===== src/rtl/ls_bus_pkg.sv =====
`default_nettype none

package ls_bus_pkg;

    localparam int XLEN   = 64;
    localparam int ADDR_W = 64;
    localparam int STRB_W = XLEN / 8;
    localparam int OFF_W  = 3;                  // byte offset inside a doubleword
    localparam int SIZE_W = 3;                  // axi size field
    localparam int PROT_W = 3;

    localparam logic [ADDR_W-1:0] MMIO_BASE = 64'h0000_0000_a000_0000;

    // encoding matches the axi size field, log2 of the byte count
    typedef enum logic [1:0] {
        SZ_BYTE  = 2'd0,
        SZ_HALF  = 2'd1,
        SZ_WORD  = 2'd2,
        SZ_DWORD = 2'd3
    } ls_size_e;

    typedef enum logic [1:0] {
        RESP_OKAY   = 2'b00,
        RESP_EXOKAY = 2'b01,
        RESP_SLVERR = 2'b10,
        RESP_DECERR = 2'b11
    } axi_resp_e;

    typedef enum logic [2:0] {
        ST_IDLE  = 3'd0,
        ST_WADDR = 3'd1,
        ST_WRESP = 3'd2,
        ST_RADDR = 3'd3,
        ST_RDATA = 3'd4,
        ST_ACK   = 3'd5
    } ls_state_e;

    function automatic logic [SIZE_W-1:0] axi_size(input ls_size_e sz);
        return {1'b0, sz};                      // zero-extend to the bus field
    endfunction

endpackage

`default_nettype wire


===== src/rtl/axil_if.sv =====
`timescale 1ns/1ps
`default_nettype none

interface axil_if;
    import ls_bus_pkg::*;

    // write address
    logic               aw_valid;
    logic               aw_ready;
    logic [ADDR_W-1:0]  aw_addr;
    logic [SIZE_W-1:0]  aw_size;
    logic [PROT_W-1:0]  aw_prot;

    // write data
    logic               w_valid;
    logic               w_ready;
    logic [XLEN-1:0]    w_data;
    logic [STRB_W-1:0]  w_strb;

    // write response
    logic               b_valid;
    logic               b_ready;
    axi_resp_e          b_resp;

    // read address
    logic               ar_valid;
    logic               ar_ready;
    logic [ADDR_W-1:0]  ar_addr;
    logic [SIZE_W-1:0]  ar_size;
    logic [PROT_W-1:0]  ar_prot;

    // read data
    logic               r_valid;
    logic               r_ready;
    logic [XLEN-1:0]    r_data;
    axi_resp_e          r_resp;

    modport master (
        output aw_valid, aw_addr, aw_size, aw_prot, w_valid, w_data, w_strb, b_ready,
        output ar_valid, ar_addr, ar_size, ar_prot, r_ready,
        input  aw_ready, w_ready, b_valid, b_resp, ar_ready, r_valid, r_data, r_resp
    );

    modport slave (
        input  aw_valid, aw_addr, aw_size, aw_prot, w_valid, w_data, w_strb, b_ready,
        input  ar_valid, ar_addr, ar_size, ar_prot, r_ready,
        output aw_ready, w_ready, b_valid, b_resp, ar_ready, r_valid, r_data, r_resp
    );

endinterface

`default_nettype wire


===== src/rtl/ls_axi_crossbar.sv =====
`timescale 1ns/1ps
`default_nettype none

module ls_axi_crossbar (
    input  wire                             clk,
    input  wire                             arst_n_i,
    axil_if.slave                           up,

    output logic                            mem_aw_valid_o,
    input  wire                             mem_aw_ready_i,
    output logic [ls_bus_pkg::ADDR_W-1:0]   mem_aw_addr_o,
    output logic [ls_bus_pkg::SIZE_W-1:0]   mem_aw_size_o,
    output logic [ls_bus_pkg::PROT_W-1:0]   mem_aw_prot_o,
    output logic                            mem_w_valid_o,
    input  wire                             mem_w_ready_i,
    output logic [ls_bus_pkg::XLEN-1:0]     mem_w_data_o,
    output logic [ls_bus_pkg::STRB_W-1:0]   mem_w_strb_o,
    input  wire                             mem_b_valid_i,
    output logic                            mem_b_ready_o,
    input  wire ls_bus_pkg::axi_resp_e      mem_b_resp_i,
    output logic                            mem_ar_valid_o,
    input  wire                             mem_ar_ready_i,
    output logic [ls_bus_pkg::ADDR_W-1:0]   mem_ar_addr_o,
    output logic [ls_bus_pkg::SIZE_W-1:0]   mem_ar_size_o,
    output logic [ls_bus_pkg::PROT_W-1:0]   mem_ar_prot_o,
    input  wire                             mem_r_valid_i,
    output logic                            mem_r_ready_o,
    input  wire [ls_bus_pkg::XLEN-1:0]      mem_r_data_i,
    input  wire ls_bus_pkg::axi_resp_e      mem_r_resp_i,

    output logic                            mmio_aw_valid_o,
    input  wire                             mmio_aw_ready_i,
    output logic [ls_bus_pkg::ADDR_W-1:0]   mmio_aw_addr_o,
    output logic [ls_bus_pkg::SIZE_W-1:0]   mmio_aw_size_o,
    output logic [ls_bus_pkg::PROT_W-1:0]   mmio_aw_prot_o,
    output logic                            mmio_w_valid_o,
    input  wire                             mmio_w_ready_i,
    output logic [ls_bus_pkg::XLEN-1:0]     mmio_w_data_o,
    output logic [ls_bus_pkg::STRB_W-1:0]   mmio_w_strb_o,
    input  wire                             mmio_b_valid_i,
    output logic                            mmio_b_ready_o,
    input  wire ls_bus_pkg::axi_resp_e      mmio_b_resp_i,
    output logic                            mmio_ar_valid_o,
    input  wire                             mmio_ar_ready_i,
    output logic [ls_bus_pkg::ADDR_W-1:0]   mmio_ar_addr_o,
    output logic [ls_bus_pkg::SIZE_W-1:0]   mmio_ar_size_o,
    output logic [ls_bus_pkg::PROT_W-1:0]   mmio_ar_prot_o,
    input  wire                             mmio_r_valid_i,
    output logic                            mmio_r_ready_o,
    input  wire [ls_bus_pkg::XLEN-1:0]      mmio_r_data_i,
    input  wire ls_bus_pkg::axi_resp_e      mmio_r_resp_i
);
    import ls_bus_pkg::*;

    logic w_busy_q;                             // write route locked
    logic w_sel_q;
    logic r_busy_q;                             // read route locked
    logic r_sel_q;
    logic w_sel;                                // 1 selects mmio
    logic r_sel;

    assign w_sel = w_busy_q ? w_sel_q : (up.aw_addr >= MMIO_BASE);
    assign r_sel = r_busy_q ? r_sel_q : (up.ar_addr >= MMIO_BASE);

    // hold the route from the first address cycle until the response is taken
    always_ff @(posedge clk or negedge arst_n_i) begin
        if (!arst_n_i) begin
            w_busy_q <= 1'b0;
            w_sel_q  <= 1'b0;
            r_busy_q <= 1'b0;
            r_sel_q  <= 1'b0;
        end else begin
            if (up.b_valid && up.b_ready) begin
                w_busy_q <= 1'b0;
            end else if (up.aw_valid && !w_busy_q) begin
                w_busy_q <= 1'b1;
                w_sel_q  <= w_sel;
            end
            if (up.r_valid && up.r_ready) begin
                r_busy_q <= 1'b0;
            end else if (up.ar_valid && !r_busy_q) begin
                r_busy_q <= 1'b1;
                r_sel_q  <= r_sel;
            end
        end
    end

    // forward direction, only the chosen port sees anything
    assign mem_aw_valid_o  = up.aw_valid & ~w_sel;
    assign mem_aw_addr_o   = w_sel ? '0 : up.aw_addr;
    assign mem_aw_size_o   = w_sel ? '0 : up.aw_size;
    assign mem_aw_prot_o   = w_sel ? '0 : up.aw_prot;
    assign mem_w_valid_o   = up.w_valid & ~w_sel;
    assign mem_w_data_o    = w_sel ? '0 : up.w_data;
    assign mem_w_strb_o    = w_sel ? '0 : up.w_strb;
    assign mem_b_ready_o   = up.b_ready & ~w_sel;
    assign mem_ar_valid_o  = up.ar_valid & ~r_sel;
    assign mem_ar_addr_o   = r_sel ? '0 : up.ar_addr;
    assign mem_ar_size_o   = r_sel ? '0 : up.ar_size;
    assign mem_ar_prot_o   = r_sel ? '0 : up.ar_prot;
    assign mem_r_ready_o   = up.r_ready & ~r_sel;

    assign mmio_aw_valid_o = up.aw_valid & w_sel;
    assign mmio_aw_addr_o  = w_sel ? up.aw_addr : '0;
    assign mmio_aw_size_o  = w_sel ? up.aw_size : '0;
    assign mmio_aw_prot_o  = w_sel ? up.aw_prot : '0;
    assign mmio_w_valid_o  = up.w_valid & w_sel;
    assign mmio_w_data_o   = w_sel ? up.w_data : '0;
    assign mmio_w_strb_o   = w_sel ? up.w_strb : '0;
    assign mmio_b_ready_o  = up.b_ready & w_sel;
    assign mmio_ar_valid_o = up.ar_valid & r_sel;
    assign mmio_ar_addr_o  = r_sel ? up.ar_addr : '0;
    assign mmio_ar_size_o  = r_sel ? up.ar_size : '0;
    assign mmio_ar_prot_o  = r_sel ? up.ar_prot : '0;
    assign mmio_r_ready_o  = up.r_ready & r_sel;

    // return direction
    assign up.aw_ready = w_sel ? mmio_aw_ready_i : mem_aw_ready_i;
    assign up.w_ready  = w_sel ? mmio_w_ready_i  : mem_w_ready_i;
    assign up.b_valid  = w_sel ? mmio_b_valid_i  : mem_b_valid_i;
    assign up.b_resp   = w_sel ? mmio_b_resp_i   : mem_b_resp_i;
    assign up.ar_ready = r_sel ? mmio_ar_ready_i : mem_ar_ready_i;
    assign up.r_valid  = r_sel ? mmio_r_valid_i  : mem_r_valid_i;
    assign up.r_data   = r_sel ? mmio_r_data_i   : mem_r_data_i;
    assign up.r_resp   = r_sel ? mmio_r_resp_i   : mem_r_resp_i;

endmodule

`default_nettype wire


===== src/rtl/ls_axi_master.sv =====
`timescale 1ns/1ps
`default_nettype none

module ls_axi_master (
    input  wire                             clk,
    input  wire                             arst_n_i,
    input  wire                             req_i,
    input  wire                             we_i,
    input  wire ls_bus_pkg::ls_size_e       size_i,
    input  wire [ls_bus_pkg::ADDR_W-1:0]    addr_i,
    input  wire [ls_bus_pkg::XLEN-1:0]      wdata_i,
    output logic                            ack_o,
    output logic [ls_bus_pkg::XLEN-1:0]     rdata_o,
    output logic                            err_o,
    axil_if.master                          bus
);
    import ls_bus_pkg::*;

    ls_state_e          state_q;
    ls_state_e          state_d;
    logic               aw_pend_q;              // aw not yet accepted
    logic               w_pend_q;               // w not yet accepted
    logic [ADDR_W-1:0]  addr_q;
    logic [XLEN-1:0]    wdata_q;
    ls_size_e           size_q;
    logic [OFF_W-1:0]   off;
    logic               aw_done;
    logic               w_done;
    logic               start;
    logic [STRB_W-1:0]  strb_base;
    logic [XLEN-1:0]    rd_shift;
    logic [XLEN-1:0]    rd_lane;

    assign off     = addr_q[OFF_W-1:0];
    assign aw_done = bus.aw_valid & bus.aw_ready;
    assign w_done  = bus.w_valid & bus.w_ready;
    assign start   = (state_q == ST_IDLE) & req_i;

    always_comb begin
        case (size_q)
            SZ_BYTE: strb_base = 8'h01;
            SZ_HALF: strb_base = 8'h03;
            SZ_WORD: strb_base = 8'h0f;
            default: strb_base = 8'hff;
        endcase
    end

    assign bus.aw_valid = aw_pend_q;
    assign bus.aw_addr  = addr_q;
    assign bus.aw_size  = axi_size(size_q);
    assign bus.aw_prot  = 3'b000;               // unprivileged, secure, data
    assign bus.w_valid  = w_pend_q;
    assign bus.w_data   = wdata_q << {off, 3'b000};   // move into the byte lane
    assign bus.w_strb   = strb_base << off;
    assign bus.b_ready  = (state_q == ST_WRESP);
    assign bus.ar_valid = (state_q == ST_RADDR);
    assign bus.ar_addr  = addr_q;
    assign bus.ar_size  = axi_size(size_q);
    assign bus.ar_prot  = 3'b000;
    assign bus.r_ready  = (state_q == ST_RDATA);

    // addressed lane down to bit 0, then zero-extend
    assign rd_shift = bus.r_data >> {off, 3'b000};

    always_comb begin
        case (size_q)
            SZ_BYTE: rd_lane = XLEN'(rd_shift[7:0]);
            SZ_HALF: rd_lane = XLEN'(rd_shift[15:0]);
            SZ_WORD: rd_lane = XLEN'(rd_shift[31:0]);
            default: rd_lane = rd_shift;
        endcase
    end

    always_comb begin
        state_d = state_q;
        case (state_q)
            ST_IDLE: begin
                if (req_i) begin
                    state_d = we_i ? ST_WADDR : ST_RADDR;
                end
            end
            ST_WADDR: begin
                if ((aw_done || !aw_pend_q) && (w_done || !w_pend_q)) begin
                    state_d = ST_WRESP;
                end
            end
            ST_WRESP: begin
                if (bus.b_valid) begin
                    state_d = ST_ACK;
                end
            end
            ST_RADDR: begin
                if (bus.ar_ready) begin
                    state_d = ST_RDATA;
                end
            end
            ST_RDATA: begin
                if (bus.r_valid) begin
                    state_d = ST_ACK;
                end
            end
            ST_ACK: begin
                if (!req_i) begin                   // four-phase return to zero
                    state_d = ST_IDLE;
                end
            end
            default: state_d = ST_IDLE;
        endcase
    end

    always_ff @(posedge clk or negedge arst_n_i) begin
        if (!arst_n_i) begin
            state_q   <= ST_IDLE;
            aw_pend_q <= 1'b0;
            w_pend_q  <= 1'b0;
            rdata_o   <= '0;
            err_o     <= 1'b0;
        end else begin
            state_q <= state_d;
            if (start && we_i) begin
                aw_pend_q <= 1'b1;
                w_pend_q  <= 1'b1;
            end else begin
                if (aw_done) begin
                    aw_pend_q <= 1'b0;
                end
                if (w_done) begin
                    w_pend_q <= 1'b0;
                end
            end
            if (bus.b_valid && bus.b_ready) begin
                rdata_o <= '0;
                err_o   <= (bus.b_resp != RESP_OKAY);
            end
            if (bus.r_valid && bus.r_ready) begin
                rdata_o <= rd_lane;
                err_o   <= (bus.r_resp != RESP_OKAY);
            end
        end
    end

    // request fields held for the whole transaction
    always_ff @(posedge clk) begin
        if (start) begin
            addr_q  <= addr_i;
            size_q  <= size_i;
            wdata_q <= wdata_i;
        end
    end

    assign ack_o = (state_q == ST_ACK);

endmodule

`default_nettype wire


===== src/rtl/ls_bus_top.sv =====
`timescale 1ns/1ps
`default_nettype none

module ls_bus_top (
    input  wire                             clk,
    input  wire                             arst_n_i,

    // load/store request, four-phase req/ack
    input  wire                             req_i,
    input  wire                             we_i,
    input  wire ls_bus_pkg::ls_size_e       size_i,
    input  wire [ls_bus_pkg::ADDR_W-1:0]    addr_i,
    input  wire [ls_bus_pkg::XLEN-1:0]      wdata_i,
    output logic                            ack_o,
    output logic [ls_bus_pkg::XLEN-1:0]     rdata_o,
    output logic                            err_o,

    // memory port
    output logic                            mem_aw_valid_o,
    input  wire                             mem_aw_ready_i,
    output logic [ls_bus_pkg::ADDR_W-1:0]   mem_aw_addr_o,
    output logic [ls_bus_pkg::SIZE_W-1:0]   mem_aw_size_o,
    output logic [ls_bus_pkg::PROT_W-1:0]   mem_aw_prot_o,
    output logic                            mem_w_valid_o,
    input  wire                             mem_w_ready_i,
    output logic [ls_bus_pkg::XLEN-1:0]     mem_w_data_o,
    output logic [ls_bus_pkg::STRB_W-1:0]   mem_w_strb_o,
    input  wire                             mem_b_valid_i,
    output logic                            mem_b_ready_o,
    input  wire ls_bus_pkg::axi_resp_e      mem_b_resp_i,
    output logic                            mem_ar_valid_o,
    input  wire                             mem_ar_ready_i,
    output logic [ls_bus_pkg::ADDR_W-1:0]   mem_ar_addr_o,
    output logic [ls_bus_pkg::SIZE_W-1:0]   mem_ar_size_o,
    output logic [ls_bus_pkg::PROT_W-1:0]   mem_ar_prot_o,
    input  wire                             mem_r_valid_i,
    output logic                            mem_r_ready_o,
    input  wire [ls_bus_pkg::XLEN-1:0]      mem_r_data_i,
    input  wire ls_bus_pkg::axi_resp_e      mem_r_resp_i,

    // mmio port
    output logic                            mmio_aw_valid_o,
    input  wire                             mmio_aw_ready_i,
    output logic [ls_bus_pkg::ADDR_W-1:0]   mmio_aw_addr_o,
    output logic [ls_bus_pkg::SIZE_W-1:0]   mmio_aw_size_o,
    output logic [ls_bus_pkg::PROT_W-1:0]   mmio_aw_prot_o,
    output logic                            mmio_w_valid_o,
    input  wire                             mmio_w_ready_i,
    output logic [ls_bus_pkg::XLEN-1:0]     mmio_w_data_o,
    output logic [ls_bus_pkg::STRB_W-1:0]   mmio_w_strb_o,
    input  wire                             mmio_b_valid_i,
    output logic                            mmio_b_ready_o,
    input  wire ls_bus_pkg::axi_resp_e      mmio_b_resp_i,
    output logic                            mmio_ar_valid_o,
    input  wire                             mmio_ar_ready_i,
    output logic [ls_bus_pkg::ADDR_W-1:0]   mmio_ar_addr_o,
    output logic [ls_bus_pkg::SIZE_W-1:0]   mmio_ar_size_o,
    output logic [ls_bus_pkg::PROT_W-1:0]   mmio_ar_prot_o,
    input  wire                             mmio_r_valid_i,
    output logic                            mmio_r_ready_o,
    input  wire [ls_bus_pkg::XLEN-1:0]      mmio_r_data_i,
    input  wire ls_bus_pkg::axi_resp_e      mmio_r_resp_i
);

    axil_if bus_up ();                          // bridge to crossbar

    // request side ports match by name
    ls_axi_master u_master (
        .bus (bus_up.master),
        .*
    );

    // mem_* and mmio_* ports match by name
    ls_axi_crossbar u_xbar (
        .up  (bus_up.slave),
        .*
    );

endmodule

`default_nettype wire


===== config.mk =====
export PLATFORM = sky130hd
export DESIGN_NAME = ls_bus_top
export DESIGN_NICKNAME = d
export VERILOG_FILES = /design/src/rtl/ls_bus_pkg.sv /design/src/rtl/axil_if.sv /design/src/rtl/ls_axi_crossbar.sv /design/src/rtl/ls_axi_master.sv /design/src/rtl/ls_bus_top.sv
export SDC_FILE = /design/constraint.sdc
export NUM_CORES = 1
export LEC_CHECK = 0
export BUFFER_PORTS_ARGS = -buffer_cell sky130_fd_sc_hd__buf_4
export CAP_MARGIN = 0
export CORE_AREA = 2 2 300 302
export DETAILED_ROUTE_END_ITERATION = 8
export DIE_AREA = 0 0 302 304
export GPL_TIMING_DRIVEN = 0
export PLACE_DENSITY = 0.45
export SETUP_SLACK_MARGIN = 0.5
export SLEW_MARGIN = 20
export SYNTH_ARGS = -nofsm -noshare
export SYNTH_HDL_FRONTEND = slang
export SYNTH_SLANG_ARGS = --single-unit

===== constraint.sdc =====
create_clock -name clk -period 5.27 [get_ports clk]
set_clock_uncertainty 0.15 [all_clocks]
set_input_delay 0.2635 -clock clk [delete_from_list [all_inputs] [get_ports clk]]
set_output_delay 0.2635 -clock clk [all_outputs]
set_load 0.03 [all_outputs]

==> results of run 1 <==
==> kinds of logic after synthesis <==
kind of cell           Yosys count
multiplexers                   167
flip-flops                     204
buffers and inverters          135
AND/OR/NAND/NOR                639
AO/OA/AOI/OAI                  213
other                            1
==> worst min-delay path: stages <==
cell     delay [ps]
buf_4            80
mux4_2          240
nand2_1          60
nand4_1          80
==> report_power, final <==
part | internal [mW] | leakage [nW] | switching (mW) | total (mW)
clock | 1.25 | 0.484 | 0.853 | 2.10
sequential | 2.12 | 2.18 | 0.345 | 2.47
combinational | 2.75 | 7.91 | 5.23 | 7.98
==> stage by stage <==
stage / power [mW] / area [µm²] / hold slack [ps] / utilization / worst slack (ps)
final: 12.5 / 23800 / 38.0 / 0.267 / 647
after global routing: 13.1 / 23700 / 22.9 / 0.267 / 487
after CTS: 12.7 / 23700 / 2.15 / 0.266 / 519
after detailed placement: 10.4 / 21000 / 293 / 0.236 / 237
after global placement: 10.3 / 20900 / 293 / 0.235 / -1250
after floorplan: 6.83 / 13700 / -182 / - / 804
==> worst min-delay path by stage <==
stage / slack, ps / cells past startpoint / start / endpoint
finish: 40 / 4 / mem_r_data_i[7] / u_master.rdata_o[7]$_DFFE_PN0P_
floorplan: -180 / 0 / arst_n_i / u_master.bus.aw_valid$_DFFE_PN0P_
global placement: 290 / 1 / addr_i[16] / u_master.bus.ar_addr[16]$_DFFE_PP_
detailed placement: 290 / 1 / addr_i[27] / u_master.bus.ar_addr[27]$_DFFE_PP_
global route: 20 / 4 / mem_r_data_i[8] / u_master.rdata_o[0]$_DFFE_PN0P_
CTS: 2 / 4 / mmio_r_data_i[17] / u_master.rdata_o[17]$_DFFE_PN0P_
==> area by class of cell <==
| type | instances | area [µm²] |
|---|---|---|
| Timing Repair Buffer | 929 | 7420 |
| Multi-Input combinational cell | 1035 | 7390 |
| Antenna cell | 16 | 40.0 |
| Sequential cell | 204 | 5760 |
| Inverter | 5 | 18.8 |
| Buffer | 130 | 656 |
| Clock buffer | 40 | 870 |
| Clock inverter | 13 | 135 |
| Fill cell | 9587 | 65300 |
| Tap cell | 1176 | 1470 |
==> metal layers <==
layer  part of all wire  wire (µm)  vias to the layer above  GRT usage
li1                   -          -                     6840          -
met1               0.41      38700                     8032      0.247
met4              0.027       2620                        2     0.0656
met3              0.078       7440                      118     0.0457
met5            0.00014         13                        -          0
met2               0.49      46400                      877      0.333
==> what timing repair did <==
action,4_1_cts,5_1_grt
hold buffers,160,0
endpoints found under the setup margin,217,25
pin swaps,1,0
setup buffers,2,0
hold endpoints to repair,221,0
gates resized for setup,21,5
cloned,0,0
==> flip-flops by register name (all words and copies together), names as in the netlist <==
name,count
u_master.wdata_q,64
u_master.rdata_o,64
u_xbar.w_busy_q,1
u_master.size_q,2
u_xbar.r_sel_q,1
u_master.state_q,3
u_master.err_o,1
u_xbar.w_sel_q,1
u_master.bus.aw_valid,1
u_xbar.r_busy_q,1
u_master.bus.ar_addr,64
u_master.bus.w_valid,1
==> Yosys cell counts, types with 18 or more instances <==
master      n
dfrtp_1    74
mux2_2     25
mux2i_1    72
a22oi_1    28
a21oi_1    62
nor2_1    220
mux4_2     60
nand2_1    61
clkbuf_1   91
a211oi_1   18
o21ai_0    21
edfxtp_1  130
and2_1    271
==> metrics, run 1 <==
outcome complete, no violations; PortBufs about 760; critical path type flop to output pin; area delta synth->final 73.9%; library cells used by synthesis 60; EDFF count, synth 130; Max clock buf depth 3; Final GP Congestion slightly below 0.9; share of post-route cells with drive strength above 1 0.413; Worst R2R Start u_master.bus.ar_addr[35]$_DFFE_PP_; vias in the first global route approximately 17000; Critical Path Stages 8; min-delay worst type input port to flop; Static Leak about 11 nW; reg2reg path depth 7; crit path launch type flop; delay-heaviest family, CP simple AND/OR/NAND/NOR gates; Post-Synth XOR/XNOR Area 0; Mean Syn Cell Area between 10 and 15 µm²; Final setup violation count 0; most frequent cells in the layout buf_4 (783), and2_1 (271), nor2_1 (220); Yosys reg bits 204; vias post-DR 15900; post-DP HPWL roughly 77000 µm; Final Hold Fails 0; setup TNS 0 ps; Placed Instances around 3300; power per standard cell area roughly 530 mW/mm²; Detail Route Antenna Nets 0; pin count of the biggest net entering global routing 75; Clock Sinks about 200; CTS Buf Count 29; Die ar. slightly above 0.09 mm²; crit path cell chain nor4_1 > o2111ai_4 > o31a_1 > clkbuf_2 > or3_1 > clkbuf_1 > nor2_1 > buf_4; CP peak stage delay around 550 ps; clock root buffer clkbuf_16; prevailing post-synth register cell edfxtp_1; Synth area leaders edfxtp_1 (29%), dfrtp_1 (14%), and2_1 (12%); Worst-path clk slew 60 ps; 1st-pass router iterations 5; Synth Area in Adders 0; VDD IR max approximately 300 µV; Slew @ Worst Pin between 1000 and 1500 ps; RR Endpoint u_master.err_o$_DFFE_PN0P_; final non-filler cell total ~3500; crit path capture type output pin; CP Launch Point u_master.bus.ar_addr[35]$_DFFE_PP_; Die Span Y 304 µm; simple logic cell fraction of the synthesized area 0.245; routed vias/inst about 4.5; commonest non-fill, non-tap cell in the layout buf_4; critical path peak fanout 10; Setup crit end mem_w_strb_o[1]; routed length per placed instance between 20 and 30 µm; routed wire length 95300 µm; Worst-Skew Late Latency around 580 ps; initial antenna violation count 15; Die X around 300 µm; register area share after synthesis 0.421; Final Max Slew Viols 0; Post-Synthesis Cells around 1400; Critical Path RT between 4000 and 5000 ps; CTS tree built; WP buf/inv 3; 1st-iter DRT viols between 1000 and 1500; fin nets 2614; maximum clock rate about 220 MHz; compound-gate portion of the synthesized area 0.106; synthesis warning total 0; asr flop ratio synth 0.363; period utilisation layout 0.877; Tmin final ~4600 ps; Worst R2R Setup Slack ~1200 ps; crit path DAT roughly 4200 ps; H-tree level count 1; cell taking the most area after synthesis edfxtp_1; slowest CP cell edfxtp_1; post-synthesis mux area share 0.182; Slew Limit Headroom 0.225; global-route wire length before repair ~130000 µm; Max-cap violations 0; Initial Utilization 0.153; main combinational cell family by area after synthesis simple AND/OR/NAND/NOR gates; Synth top area share 0.286; row cnt between 100 and 150; grt total ovfl 0; Core Area just under 0.09 mm²; RSZ-0062 raised after global routing true; total global-route track usage 0.198; Post-route DRC 0; IO Pins slightly below 800; Mapped Area about 0.014 mm²
Note: power is estimated with default switching activity, not from simulation.
==> run 2: changes to the inputs <==
Settings changed: ABC_AREA set to 1, CORE_AREA 2 2 300 302 to 2 2 307 309, DIE_AREA 0 0 302 304 to 0 0 309 311, PLACE_DENSITY 0.45 to 0.43.
==> run 2 against run 1 <==
Setup slack gained 120 ps. Via count grew 14%. Design area shrank 1.2%. Power grew 16%. Fmax grew 2.7%. Non-clock buffer count grew 15. Combinational power grew 27%. Global-route usage grew 0.56 points. Die area grew 4.7%. Largest power group unchanged.
==> metrics, run 2 <==
Final Cell Area 0.0235 mm² (-1.2%); Static Leak 11.6 nW (+9.6%); pin count of the biggest net entering global routing 75 (unchanged); power per standard cell area 621 mW/mm² (+18%); Yosys reg bits 204 (unchanged); crit path DAT 4090 ps (-120 ps); reg2reg path depth 15 (+8); vias in the first global route 17600 (+6.5%); most frequent cell after synthesis nand2_1; initial antenna violation count 12 (-3); Synth area leaders edfxtp_1 (29%), nand2_1 (14%), dfrtp_1 (14%); RSZ-0062 raised after global routing false; Setup WS pre-CTS 1340 ps (+1100 ps); Slew Limit Headroom 0.225 (-0.000376); Final GP Congestion 0.940 (+5.0%); most frequent cells in the layout buf_4 (791), nand2_1 (516), nor2_1 (459); 1st-pass router iterations 5 (unchanged); vias post-DR 18000 (+14%); Core Area 0.0928 mm² (+4.2%); Die ar. 0.0961 mm² (+4.7%); Worst-path clk slew 60 ps (about the same); cell taking the most area after synthesis edfxtp_1; routed vias/inst 4.24 (-5.3%); Final Hold Fails 0 (unchanged); row cnt 112 (+1.8%); final core utilization 0.253 (-0.0137); asr flop ratio synth 0.363 (unchanged); routed wire length 103000 µm (+8.2%); register area share after synthesis 0.427 (+0.00607); total global-route track usage 0.203 (+0.00564); Worst Hold Endpoint u_master.rdata_o[58]$_DFFE_PN0P_; Initial Utilization 0.145 (-0.00824); Max clock buf depth 3 (unchanged); Worst R2R Setup Slack 810 ps (-360 ps); Min-Delay Startpoint mem_r_data_i[58]; maximum clock rate 222 MHz (+2.7%); CTS Buf Count 29 (unchanged); CTS tree built; outcome complete, no violations; Mean Syn Cell Area 6.72 µm² (-33%); routed length per placed instance 24.2 µm (-9.8%); Critical Path RT 4860 ps (about the same); CP peak stage delay 440 ps (-110 ps); grt total ovfl 0 (unchanged); WP buf/inv 6 (+3); routed wl met2 48400 µm (+4.1%); Clock Sinks 204 (unchanged); Worst R2R Start u_master.bus.ar_addr[29]$_DFFE_PP_; Final WS setup 767 ps (+120 ps); hold_ws 54.3 ps (+16.3 ps); period utilisation layout 0.855 (-0.0227); commonest non-fill, non-tap cell in the layout buf_4; Worst-Skew Late Latency 610 ps (+30 ps); top sig layer met5; Final setup violation count 0 (unchanged); Tmin final 4500 ps (-120 ps); Post-route DRC 0 (unchanged); delay-heaviest family, CP buffers and inverters; area delta synth->final 74.3%; Final Max Slew Viols 0 (unchanged); crit path launch type flop; cell mode on critical path buf_4; EDFF count, synth 130 (unchanged); post-DP HPWL 85200 µm (+11%); H-tree level count 1 (unchanged); PortBufs 763 (unchanged); Die X 309 µm (+2.3%); share of post-route cells with drive strength above 1 0.293 (-0.120); Slew @ Worst Pin 1160 ps (+0.565 ps); critical path type flop to output pin; critical path peak fanout 10 (unchanged); slowest CP cell buf_2; synthesis warning total 0 (unchanged); IO Pins 780 (unchanged); global-route wire length before repair 138000 µm (+6.7%); fin nets 3252 (+24%); clock root buffer clkbuf_16; Post-Synthesis Cells 2005 (+48%); min-delay worst type input port to flop; Placed Area 0.0209 mm² (-0.47%); most frequent cells after synthesis nand2_1 (516), nor2_1 (459), nand3_1 (321); 1st-iter DRT viols 1544 (+20%); Max-cap violations 0 (unchanged); VDD IR max 351 µV (+15%); Die Span Y 311 µm (+2.3%); prevailing post-synth register cell edfxtp_1; RR Endpoint u_master.state_q[1]$_DFFE_PN0P_; routed wl met3 8570 µm (+15%); crit path capture type output pin; Synth top area share 0.290 (+0.00411); setup TNS 0 ps (unchanged); Detail Route Antenna Nets 0 (unchanged); crit path cell chain inv_1 > nor2_1 > nand2_1 > nand3_1 > nor2_2 > nand3_2 > nand2_2 > buf_4 > buf_4 > buf_2 > buf_2 > nor2_1 > buf_4; library cells used by synthesis 37 (-38%); hold depth 5 (+1); WL met1 43400 µm (+12%); # resized after CTS 0 (-100%); Mapped Area 0.0135 mm² (-1.4%)
-- run 2: cell types whose count changed after synthesis, sizes merged, moves of 26 or more --
cell   previous run  this run
inv               5       169
o21ai            28        83
a22oi            28         0
mux2             26         0
and2            271         0
mux2i            81         6
buf              39        67
nand3            10       323
mux4             60         0
nor2            220       462
nand2            61       517
-- run 2: worst max-delay path by stage --
stage                                       startpoint                                 to  slack (ps)  cells past startpoint
global placement       u_master.state_q[1]$_DFFE_PN0P_  u_master.bus.aw_valid$_DFFE_PN0P_       -1250                      4
detailed placement  u_master.bus.ar_addr[37]$_DFFE_PP_                 mmio_ar_addr_o[60]        1340                     13
finish              u_master.bus.ar_addr[29]$_DFFE_PP_                 mmio_ar_addr_o[60]         770                     13
global route        u_master.bus.ar_addr[37]$_DFFE_PP_                 mmio_ar_addr_o[60]         530                     13
CTS                 u_master.bus.ar_addr[37]$_DFFE_PP_                 mmio_ar_addr_o[60]         630                     13
floorplan              u_master.state_q[1]$_DFFE_PN0P_  u_master.bus.ar_addr[0]$_DFFE_PP_        1010                      2
-- run 2: per-stage QoR --
step | power [mW] | cells
2_1_floorplan | 7.98 | 2020
3_3_place_gp | 12.4 | 4037
3_5_place_dp | 12.3 | 4041
4_1_cts | 14.7 | 4247
5_1_grt | 15.3 | 4247
6_report | 14.6 | 4256
-- run 2: worst min-delay path, cell delays in order --
cell and delay (ps):
buf_4 120, nand2_1 70, nand2_1 100, nand2_1 100, o21ai_0 90
-- run 2: cells by family (layout without fill, tap and decap cells) --
logic type	count (synthesis)	count (layout)	synth area share
other cells	1	25	0.000278
simple gates	1310	1310	0.398
flops	204	204	0.427
compound gates	161	161	0.0694
buf+inv	323	1296	0.100
mux	6	6	0.00446
-- run 2: routing by layer --
| layer | vias up | GRT usage |
|---|---|---|
| li1 | 8386 | - |
| met1 | 8599 | 0.266 |
| met2 | 929 | 0.338 |
| met3 | 111 | 0.0424 |
| met4 | 4 | 0.0513 |
| met5 | - | 0 |
-- run 2: area by class of cell --
class / instances / area, µm²
Antenna cell: 9 / 22.5
Buffer: 153 / 717
Clock buffer: 35 / 778
Clock inverter: 17 / 210
Fill cell: 10600 / 69300
Inverter: 170 / 638
Multi-Input combinational cell: 1493 / 6420
Sequential cell: 204 / 5760
Tap cell: 1254 / 1570
Timing Repair Buffer: 921 / 7360
-- run 2: repair_timing --
action                    CTS  global route
setup buffers               0             0
hold endpoints to repair  220             0
hold buffers              154             0
-- run 2: where the power goes --
group / total, mW / internal, mW / switching (mW)
Sequential: 2.36 / 2.14 / 0.220
Clock: 2.13 / 1.25 / 0.880
Combinational: 10.1 / 2.95 / 7.13
==> run 3: changes to the inputs <==
Settings changed: RECOVER_POWER set to 25.
==> run 3 against run 2 <==
The run now ends with capacitance limit, slew limit left. Largest cell class unchanged. Highest routed layer unchanged. Flip-flop and latch count is the same. Global-route usage unchanged. Critical endpoint unchanged. Count of clock-buffer cells in the layout unchanged. Core utilization is 0.11 points lower. Sequential power about the same. Critical path depth is the same.
==> metrics, run 3 (synthesis gave the netlist of run 2 again) <==
outcome finished, violations left; failing checks capacitance limit, slew limit; Worst-Skew Late Latency 610 ps (about the same); crit path cell chain inv_2 > nand2_1 > nor2_1 > inv_1 > nor2_2 > nand3_2 > nand2_2 > buf_4 > buf_4 > buf_2 > buf_2 > nor2_1 > buf_4; filler cell count 10600 (+0.28%); Die X 309 µm (unchanged); Min-Delay Startpoint mem_r_data_i[58]; period utilisation layout 0.857 (+0.00253); global-route wire length before repair 138000 µm (unchanged); sw power 8.23 mW (about the same); 1st-pass router iterations 6 (+1); pin count of the biggest net entering global routing 75 (unchanged); critical path type flop to output pin; total power 14.5 mW (-0.23%); Worst-path clk slew 60 ps (about the same); Final WS setup 753 ps (-13.3 ps); Static Leak 11.5 nW (-0.97%); share of post-route cells with drive strength above 1 0.285 (-0.00835); H-tree level count 1 (unchanged); IO Pins 780 (unchanged); Final Max Slew Viols 75 (+75); routed length per placed instance 24.2 µm (about the same); crit path launch type flop; Die Span Y 311 µm (unchanged); Storage cell area 0.00576 mm² (unchanged); CP Launch Point u_master.bus.ar_addr[63]$_DFFE_PP_; routed wire length 103000 µm (about the same); post-DP HPWL 85200 µm (unchanged); CP peak stage delay 440 ps (about the same); Setup WS pre-CTS 1340 ps (unchanged); fin nets 3252 (unchanged); area delta synth->final 73.6%; Core Area 0.0928 mm² (unchanged); Final setup violation count 0 (unchanged); initial antenna violation count 12 (unchanged); Initial Utilization 0.145 (unchanged); internal cell power 6.31 mW (-0.46%); grt total ovfl 0 (unchanged); Final GP Congestion 0.940 (unchanged); Gate power share 0.691 (about the same); min-delay worst type input port to flop; power per standard cell area 622 mW/mm² (+0.20%); 1st-iter DRT viols 1483 (-4.0%); Slew @ Worst Pin 3880 ps (+2710 ps); row cnt 112 (unchanged); Multi-input gate area 0.00642 mm² (about the same); Placed Instances 4041 (unchanged); CTS Buf Count 29 (unchanged); cell mode on critical path buf_4; PortBufs 763 (unchanged); Detail Route Antenna Nets 0 (unchanged); Tmin final 4520 ps (+13.3 ps); final non-filler cell total 4253 (-0.070%); Die ar. 0.0961 mm² (unchanged); Final Hold Fails 0 (unchanged); commonest non-fill, non-tap cell in the layout buf_4; CTS tree built; VDD IR max 351 µV (+0.19%); Worst R2R Start u_master.bus.ar_addr[63]$_DFFE_PP_; routed vias/inst 4.23 (about the same); critical path peak fanout 10 (unchanged); vias in the first global route 17600 (unchanged); RSZ-0062 raised after global routing false; crit path capture type output pin; Critical Path RT 4860 ps (about the same); Post-CTS Setup Bufs 0 (unchanged); total global-route track usage 0.203 (unchanged); Max clock buf depth 3 (unchanged); slowest CP cell buf_2; clock root buffer clkbuf_16; Slew Limit Headroom -1.58 (-1.81); hold_ws 54.1 ps (-0.185 ps); maximum clock rate 221 MHz (-0.30%); Max-cap violations 1 (+1); # resized after CTS 0 (unchanged); Post-route DRC 0 (unchanged); Sw Ratio 0.566 (+0.00101); most frequent cells in the layout buf_4 (652), nand2_1 (516), nor2_1 (459); clock power share 0.146 (about the same); crit path DAT 4100 ps (about the same); Clock Sinks 204 (unchanged); Seq pwr share 0.162 (about the same); vias post-DR 18000 (-0.11%)
-- run 3: critical path: cells and delay by family, from the launching register on --
family,cells,cell delay [ps]
buffers and inverters,7,1890
AND/OR/NAND/NOR,6,1210
flip-flops,1,370
-- run 3: final cells by class --
class | count | area share
timing repair buffer | 921 | 0.311
antenna | 6 | 0.000642
tap | 1254 | 0.0671
buffer | 153 | 0.0307
sequential | 204 | 0.246
inverter | 170 | 0.0273
multi-input combinational | 1493 | 0.274
clock buffer | 35 | 0.0333
clock inverter | 17 | 0.00899
-- run 3: path summary, 6_finish.rpt --
path,endpoint,slack [ps],cells after the start
max in group asynchronous,u_master.bus.w_valid$_DFFE_PN0P_,1170,2
worst max register to register,u_master.state_q[1]$_DFFE_PN0P_,810,15
worst min register to register,u_master.rdata_o[17]$_DFFE_PN0P_,330,2
worst min-delay path,u_master.rdata_o[58]$_DFFE_PN0P_,50,5
worst max-delay path,mmio_ar_addr_o[60],750,13
min in group asynchronous,u_master.rdata_o[18]$_DFFE_PN0P_,1600,2
-- run 3: repair_timing --
| item | 4_1_cts | 5_1_grt |
|---|---|---|
| endpoints found under the hold margin | 220 | 0 |
| setup endpoints to repair | 0 | 0 |
| hold buffers | 154 | 0 |
-- run 3: power by group through the flow --
stage	logic [mW]	registers, mW	clock network [mW]
floorplan	5.34	2.64	0
global placement	9.92	2.44	0
detailed placement	9.93	2.38	0
CTS	10.1	2.36	2.21
global route	10.6	2.40	2.26
finish	10.1	2.36	2.13
-- run 3: metrics by stage --
step	setup TNS, ps	utilization	area (µm²)
2_1_floorplan	0	-	13500
3_3_place_gp	-153920	0.224	20800
3_5_place_dp	0	0.225	20900
4_1_cts	0	0.253	23400
5_1_grt	0	0.252	23400
6_report	0	0.252	23400
-- run 3: routing by layer --
metal | wire length (µm) | vias up | GRT usage
li1 | - | 8384 | -
met1 | 43900 | 8586 | 0.266
met2 | 48200 | 914 | 0.338
met3 | 8080 | 121 | 0.0424
met4 | 2860 | 4 | 0.0513
met5 | 27 | - | 0
